`src/verilog/inv_defs.svh`:
```
`ifndef INV_DEFS_SVH
`define INV_DEFS_SVH

//////////////////////////////
// widths

// modulus and operand width
`define INV_WIDTH 256

// signed coefficients, two extra bits over the modulus
`define INV_COEF_WIDTH (`INV_WIDTH + 2)

//////////////////////////////
// timing

// worst case from start to result_valid
// one load cycle, at least one bit of u times v dropped per step, one hold cycle
`define INV_MAX_CYCLES (2 * `INV_WIDTH + 4)

`endif

```
`src/verilog/inv_pkg.sv`:
```
`include "inv_defs.svh"

package inv_pkg;

    // a, p, u, v and the result
    typedef logic [`INV_WIDTH-1:0] operand_t;

    // x1 and x2, kept in the open range (-p, p)
    typedef logic signed [`INV_COEF_WIDTH-1:0] coef_t;

    // one step per cycle, issued by the controller
    typedef enum logic [2:0] {
        step_hold,
        step_load,
        step_reduce_u,  // u even, divide by 2 or 4
        step_reduce_v,  // v even, divide by 2 or 4
        step_sub_u,     // both odd, u >= v
        step_sub_v      // both odd, u < v
    } step_t;

endpackage

```
`src/verilog/inv_ctrl.sv`:
```
`include "inv_defs.svh"

module inv_ctrl
    import inv_pkg::*;
(
    input  logic  clk,
    input  logic  rstn,
    input  logic  start,
    input  logic  u_even,
    input  logic  v_even,
    input  logic  u_ge_v,
    input  logic  either_is_one,
    output step_t step,
    output logic  busy,
    output logic  result_valid
);

    logic done;  // last busy cycle

    assign done = busy & either_is_one;

    //////////////////////////////
    // step selection

    // start wins over a running operation
    always_comb begin
        step = step_hold;
        if (start) begin
            step = step_load;
        end else if (busy) begin
            if (either_is_one) begin
                step = step_hold;       // freeze, result is ready
            end else if (u_even) begin
                step = step_reduce_u;
            end else if (v_even) begin
                step = step_reduce_v;
            end else if (u_ge_v) begin
                step = step_sub_u;
            end else begin
                step = step_sub_v;
            end
        end
    end

    //////////////////////////////
    // status levels

    always_ff @(posedge clk or negedge rstn) begin
        if (!rstn) begin
            busy <= 1'b0;
        end else if (start) begin
            busy <= 1'b1;
        end else if (done) begin
            busy <= 1'b0;
        end
    end

    // rises on the same edge that busy falls
    always_ff @(posedge clk or negedge rstn) begin
        if (!rstn) begin
            result_valid <= 1'b0;
        end else if (start) begin
            result_valid <= 1'b0;   // held result dropped by a new start
        end else if (done) begin
            result_valid <= 1'b1;
        end
    end

endmodule

```
`config.mk`:
```
export PLATFORM = sky130hd
export DESIGN_NAME = inv_ctrl
export DESIGN_NICKNAME = d
export VERILOG_FILES = /design/src/verilog/inv_pkg.sv /design/src/verilog/inv_ctrl.sv
export VERILOG_INCLUDE_DIRS = /design/src /design/src/verilog
export SDC_FILE = /design/constraint.sdc
export NUM_CORES = 1
export LEC_CHECK = 0
export BUFFER_PORTS_ARGS = -buffer_cell sky130_fd_sc_hd__buf_2
export CELL_PAD_IN_SITES_DETAIL_PLACEMENT = 1
export CELL_PAD_IN_SITES_GLOBAL_PLACEMENT = 1
export CORE_AREA = 5 5 42 44
export DETAILED_ROUTE_END_ITERATION = 7
export DIE_AREA = 0 0 47 49
export PLACE_DENSITY = 0.41
export SYNTH_ARGS = -nofsm -noshare
export SYNTH_HDL_FRONTEND = slang
export SYNTH_SLANG_ARGS = --single-unit
```
`constraint.sdc`:
```
create_clock -name clk -period 0.9 [get_ports clk]
set_input_delay 0.045 -clock clk [delete_from_list [all_inputs] [get_ports clk]]
set_output_delay 0.045 -clock clk [all_outputs]
set_load 0.1 [all_outputs]
```
==> flow_results.org, run 1 <==
** GRT
- Pin count of the biggest net entering global routing :: 5
- The first global-routing pass estimated 759 um of wire.
- Total congestion overflow :: 0
- The via count of the first global-routing pass is 196.
- Overall global routing resource usage :: 5.004%
- Initial antenna violation count :: 0

** Synthesis
- Sequential elements use 46.51% of the synthesized area.
- Synthesized-area fraction occupied by ao, oa, aoi and oai cells :: 16.28%
- Synth Register Bits :: 2
- Top cell type by total area after synthesis :: dfrtp_1
- Top post-synthesis cells by area :: dfrtp_1 47%, o31ai_2 12%, and2b_1 7.0%
- In this run the biggest area consumer among cell types represents 46.51% of the synthesized area.
- The number of different library cells used by synthesis comes to 10.
- When the netlist entered floorplanning its net count stood at 19.
- After synthesis the cells add up to 107.6 um2.
- Of the post-synthesis cell area, the part taken by muxes is 0%.
- After Yosys synthesis, XOR and XNOR cells account for 0% of the synthesized area.
- After Yosys synthesis, full adders, half adders and majority gates account for 0% of the synthesized area.
- By area, the combinational part of the netlist is dominated by simple AND/OR/NAND/NOR gates.
- The synthesized netlist devotes 33.72% of its cell area to simple gates.
- In the synthesized netlist, the number of instances is 12.
- Synthesized area per cell :: 8.967 um2
- Count of warnings emitted by yosys :: 0

** Finish
- The finished cells cover 356.6 um2.
- Number of filler instances in the final layout :: 163
- The top cell types in the final layout, fill and taps aside, are 6 x buf_2, 5 x buf_12, 3 x clkbuf_4.
- In the final design database the tool counted 38 nets.
- From synthesis to final layout, the design area changed by 231.4%.
- Leaving out fill and tap cells, the most frequent cell in the layout is buf_2.
- Fraction of layout cells with a size suffix above 1 :: 75.86%
- Count of inserted antenna diode cells :: 0

** STA
- At the pin with the least slew margin, the transition time is 275.7 ps.
- Setup repair after global routing could not meet its margin everywhere.
- The number of slew-limit violations in the final report was 0.
- The worst pin sits at a relative slew slack of 81.48%.
- After layout, the minimum clock period comes to 1200 ps.
- Fmax achieved :: 0.8331 GHz
- Final setup violating endpoints :: 5
- Worst clock skew :: 0.2180 ps
- Dividing the final minimum period by the clock period gives 133.4%.
- Hold timing on the final database bottoms out at a slack of 90.25 ps.
- The hold violation total from the final report is 0.
- Final worst slack :: -300.3 ps

** Power and ir drop
- Clock power share :: 36.0%
- Combinational cells account for 43.6% of the total power.
- Cell internal power was estimated by the tool at 332.8 uW.
- Cell area power density :: 1478 mW/mm2
- Total power for the finished layout comes to 526.9 uW.
- Worst vdd ir :: 0.0002993 V
- Sequential share of power :: 20.3%
- Fraction of power spent switching nets :: 36.84%
- Summed over all nets, the switching power comes to 194.1 uW.
- Summed over all cells, the static leakage comes to 0.0001561 uW.

** Floorplan
- Die span in x :: 47 um
- Site Rows :: 14
- Die Span Y :: 49 um
- The initial utilization of the core area, before any placement, comes to 7.679%.
- Number of placed I/O pins :: 12
- Total Die Area :: 0.002303 mm2
- The core region is 0.001401 mm2.

** Setup path
- Kind of capture point of the worst setup path :: output port
- Buf/Inv on CP :: 1
- Crit-path max cell delay :: 410 ps
- Worst r2r dst :: result_valid
- Levels on crit path :: 3
- Cell with the largest stage delay on the worst path :: dfrtp_4
- Cell chain of the critical path :: nand2b_4 > o31ai_4 > buf_12
- Counting cells, the worst reg-to-reg path comes to 4.
- For the worst setup path, the data required time is 850 ps.
- The startpoint identified for the worst register-to-register timing path is busy.
- Top delay family on crit path :: flip-flops
- Endpoint of the most critical setup path :: step[0]
- The critical path is of the reg2out type.
- Worst EP arrival :: 1160 ps
- Startpoint class of the critical path :: flop
- In this run the worst setup path begins at busy.
- Crit Path Max Fanout :: 4
- The worst register-to-register path has a setup slack of -140 ps.

** Detailed routing
- Routed wirelength normalized by instance count :: 11.16 um
- After the first detailed-routing iteration, the DRC count stood at 0.
- The routed layout has 160 vias.
- After detailed routing, the number of vias per cell comes to 3.556.
- Length of the first detailed-routing pass in iterations :: 1
- Number of nets with antenna violations after detailed routing :: 0
- Number of remaining DRC errors :: 0
- The routed design has 502 um of wire.

** Flow run
- Max-cap violations in this run came to 0.

** Placed design
- Timing analysis after detailed placement gives a worst setup slack of -149.0 ps.
- Standard cell area after detailed placement :: 312.8 um2
- Count of buffers inserted at the top-level ports :: 11
- At the end of routability-driven placement, the weighted congestion stood at 0.6462.
- Dpl hpwl :: 437.1 um

** Clock network
- TritonCTS built the clock tree.
- Counting every sink on the clock net gives 2.
- Clock-pin slew was measured on the worst setup and hold paths at 30 ps.
- In this run the number of H-tree levels came out at 1.
- In this run the clock root is driven by a clkbuf_4.
- Clock buffer count from CTS :: 3
- Largest buffer count on any clock path :: 2
- At the later pin of the worst-skew pair, clock insertion delay measures 220 ps.

** Outcome
- Violated checks :: setup timing
- Result of the run :: complete, but fails checks

** Worst hold path
- The worst hold path belongs to the class in2reg.
power by group through the flow:
| stage | combinational [uW] | sequential (uW) | clock [uW] |
|---|---|---|---|
| 6_report | 230 | 107 | 190 |
| 5_1_grt | 240 | 108 | 204 |
| 4_1_cts | 234 | 107 | 204 |
| 3_5_place_dp | 223 | 108 | 0 |
| 3_3_place_gp | 219 | 108 | 0 |
| 2_1_floorplan | 80.3 | 154 | 0 |
cell families (layout without fill, tap and decap cells):
logic type	Yosys count	count (layout)
buf+inv	1	18
compound gates	2	2
simple gates	7	7
flops	2	2
state kept, by name (all words and copies together) (netlist names):
register	cells
busy	1
result_valid	1
layer usage:
layer	up-vias	track usage, %	part of all wire (%)
met5	-	0	0
met4	0	6.912	0
met3	0	1.845	14
met2	11	7.692	54
met1	73	3.744	31
li1	76	-	-
metrics by stage:
stage               instances  setup TNS [ps]  utilization (%)
floorplan                  12           -2477                -
global placement           40          -285.7            22.32
detailed placement         40          -332.5            22.32
CTS                        45           -1290            25.45
global route               45           -1403            25.45
finish                     45           -1206            25.45
cells in the mapped netlist:
cell type / number
o31ai_2: 1
dfrtp_1: 2
inv_1: 1
a21oi_1: 1
nor4_1: 1
nor3_1: 1
nand2b_1: 1
nand2_1: 1
nor2_1: 2
and2b_1: 1
worst min-delay path: stages:
cell     delay (ps)
buf_2            90
a21oi_1          60
nor2_1           70
worst min-delay path by stage:
| stage | startpoint | end | depth (start not counted) |
|---|---|---|---|
| 2_1_floorplan | rstn | result_valid | 0 |
| 3_3_place_gp | rstn | busy | 1 |
| 3_5_place_dp | rstn | busy | 1 |
| 4_1_cts | start | result_valid | 2 |
| 5_1_grt | start | result_valid | 2 |
| 6_report | either_is_one | result_valid | 3 |
what timing repair did:
item / CTS / global route
hold buffers: 1 / 0
endpoints found under the hold margin: 2 / 0
pin swaps: 2 / 0
setup buffers: 1 / 1
setup endpoints to repair: 5 / 5
resized for setup: 1 / 1
cell type report:
cell class,instances,area (um2),area share (%)
Timing Repair Buffer,14,158.9,44.56
Tap cell,16,20.02,5.614
Clock buffer,3,22.52,6.316
Multi-Input combinational cell,9,96.34,27.02
Inverter,1,3.754,1.053
Sequential cell,2,55.05,15.44
(Power assumes the default switching activity.)
==> run 2: changes to the inputs <==
--- a/config.mk
+++ b/config.mk
@@ -12,6 +12,7 @@
 export CORE_AREA = 5 5 42 44
 export DETAILED_ROUTE_END_ITERATION = 7
 export DIE_AREA = 0 0 47 49
+export GPL_TIMING_DRIVEN = 0
 export PLACE_DENSITY = 0.41
 export SYNTH_ARGS = -nofsm -noshare
 export SYNTH_HDL_FRONTEND = slang
==> constraint.sdc (replaced) <==
create_clock -name clk -period 0.9 [get_ports clk]
set_input_delay 0.045 -clock clk [delete_from_list [all_inputs] [get_ports clk]]
set_output_delay 0.045 -clock clk [all_outputs]
set_load 0.005 [all_outputs]
==> run 2 against run 1 <==
  * The flow still finishes with violations (setup timing)
  * Final cell count decreased by 2.2%
  * Maximum frequency increased by 14%
  * Global-route usage decreased by 0.21 points
  * Largest cell class unchanged
==> flow_results.org, run 2 (synthesized netlist as in run 1, its figures left out) <==
** Outcome
- Result of the run :: complete, but fails checks
- Violated checks :: setup timing

** Clock network
- The number of clock buffers added by TritonCTS is 3.
- The clock reaches the later pin of the worst-skew pair after 220 ps.
- Number of sinks on the clock net :: 2
- After clock tree synthesis, the clock-pin slew on the worst setup and hold paths is 30 ps.
- TritonCTS built the clock tree.
- CTS placed an instance of clkbuf_4 at the clock tree root.
- Counting along the longest clock path gives a buffer depth of 2.
- CTS built an H-tree with a depth of 1.

** Power and ir drop
- Worst vdd ir :: 0.0002291 V
- Internal power comes to 281.8 uW.
- Reported leakage power :: 0.0001250 uW
- In this run, flip-flops and latches consume 27.9% of the power.
- For this design the total switching power over the nets is 88.38 uW.
- The clock network burns 52.9% of the power.
- Fraction of power spent switching nets :: 23.88%
- Combinational logic burns 19.2% of the power.
- Sum of internal, switching and leakage power :: 370.2 uW
- Cell area power density :: 1541 mW/mm2

** Finish
- After the flow finishes, the layout carries non-filler instances totaling 44.
- Fraction of layout cells with a size suffix above 1 :: 67.86%
- Number of nets in the final layout :: 37
- Leaving out fill and tap cells, the most frequent cell in the layout is buf_2.
- Synthesis-to-finish area growth :: 123.3%
- The library cells used most frequently in the layout, excluding fill and tap cells, are 11 x buf_2, 3 x clkbuf_4, 2 x nor2_1, 2 x dfrtp_1.
- Count of inserted antenna diode cells :: 0
- Cells fill 17.14% of the core in the end.
- Largest regs :: busy (1), result_valid (1)

** STA
- Setup repair after global routing could not meet its margin everywhere.
- Time the worst path needs with I/O delays and setup :: 1053 ps
- The number of slew-limit violations in the final report was 0.
- Slew Limit Headroom :: 87.71%
- For the pin with the worst max-slew slack, the measured transition is 182.8 ps.
- Count of endpoints failing hold in the final timing report :: 0
- In the finished design, the share of the clock period the worst path needs comes to 117.0%.
- Once routing completed, OpenROAD measured the worst setup slack at -152.7 ps.
- Final setup violating endpoints :: 4
- Worst clock skew :: 0.8782 ps
- Fmax achieved :: 0.9499 GHz

** Placed design
- Pre-CTS setup slack :: -0.5532 ps
- Detailed placement ended at an HPWL of 345.9 um.
- Counting tap cells, the placed design contains a total of 39 instances.
- Count of buffers inserted at the top-level ports :: 11
- At the end of routability-driven placement, the weighted congestion stood at 0.6964.

** Setup path
- Worst EP arrival :: 1010 ps
- The largest single stage delay on the critical path is 380 ps.
- The worst setup path is launched from a flop.
- Top delay family on crit path :: flip-flops
- Kind of capture point of the worst setup path :: output port
- WS Path Type :: reg2out
- In this run the worst path has a maximum fanout of 4.
- Buf/Inv on CP :: 1
- Cell with the largest stage delay on the worst path :: dfrtp_1
- Cell chain of the critical path :: nand2b_4 > o31ai_2 > buf_2
- In this run the worst setup path begins at busy.
- In this run the critical register-to-register path is launched from busy.
- At the worst endpoint, the required time is 850 ps.

** GRT
- Across every metal layer, demand over resource in global routing totals 4.789%.
- The first global-routing pass estimated 676 um of wire.
- Total congestion overflow :: 0
- The via count of the first global-routing pass was 174.
- Entering global routing, the biggest net connects 5 pins.
- The initial antenna violation count is 0.

** Detailed routing
- Dividing the detail-routed via count by the number of cells gives 3.500.
- The first detailed-routing pass ran for 2 iterations.
- After detailed routing, the average wire length per cell comes to 10.93 um.
- The count of nets left with antenna violations once routing finished came out at 0.
- Routed metal-1 wire length :: 217 um
- In the detailed route, the total length drawn on met2 is 179 um.
- DRC violation total after the first TritonRoute iteration :: 1
- After detailed routing, the number of remaining DRC violations is 0.
- After detailed routing, the met3 layer carries 84 um of wire.
- DRT Wirelength :: 481 um
- The highest layer touched by signal routing is met3.
- The routed layout has 154 vias.

** Floorplan
- Site Rows :: 14
- The floorplan step set the die height to 49 um.
- The initial utilization of the core area, before any placement, comes to 7.679%.
- Core box area :: 0.001401 mm2
- The die covers 0.002303 mm2.
- Number of placed I/O pins :: 12
- The die is 47 um wide.

** Worst hold path
- The worst hold path begins at start.
- Hold/Removal Path Class :: in2reg

** Flow run
- Max-cap violations in this run came to 0.
## run 2: area by class of cell
class	instances	area (um2)
inverter	1	3.754
timing repair buffer	13	72.57
sequential	2	50.05
tap	16	20.02
multi-input combinational	9	71.32
fill	180	1161
clock buffer	3	22.52
## run 2: final timing paths
path,depth (start not counted),slack [ps],to
max in group asynchronous,2,660,result_valid
min in group asynchronous,2,140,busy
setup reg to reg,3,70,result_valid
setup / recovery,3,-150,step[0]
hold reg to reg,2,520,result_valid
hold / removal,2,50,result_valid
## run 2: routing by layer
| metal | vias to the layer above | global-route usage (%) |
|---|---|---|
| li1 | 74 | - |
| met1 | 68 | 5.055 |
| met2 | 12 | 4.751 |
| met3 | 0 | 3.321 |
| met4 | 0 | 6.912 |
| met5 | - | 0 |
## run 2: power by group through the flow
stage	combinational (uW)	sequential, uW	clock [uW]
5_1_grt	80.6	104	222
2_1_floorplan	19.6	102	0
3_3_place_gp	52.7	101	0
3_5_place_dp	55.1	102	0
6_report	71.2	103	196
4_1_cts	67.0	102	212
## run 2: what timing repair did
action                                  in CTS  in global routing
endpoints found under the setup margin       3                  5
buffers inserted                             1                  0
hold buffers                                 1                  0
pin swaps                                    1                  0
endpoints found under the hold margin        2                  0
resized for setup                            1                  2
## run 2: through the flow
step / area (um2) / setup TNS [ps] / hold WS (ps)
2_1_floorplan: 107.6 / 0 / -250.6
3_3_place_gp: 182.7 / 0 / -170.2
3_5_place_dp: 182.7 / -0.5532 / -169.3
4_1_cts: 230.2 / -482.2 / 30.55
5_1_grt: 240.2 / -709.3 / 48.37
6_report: 240.2 / -419.0 / 53.30
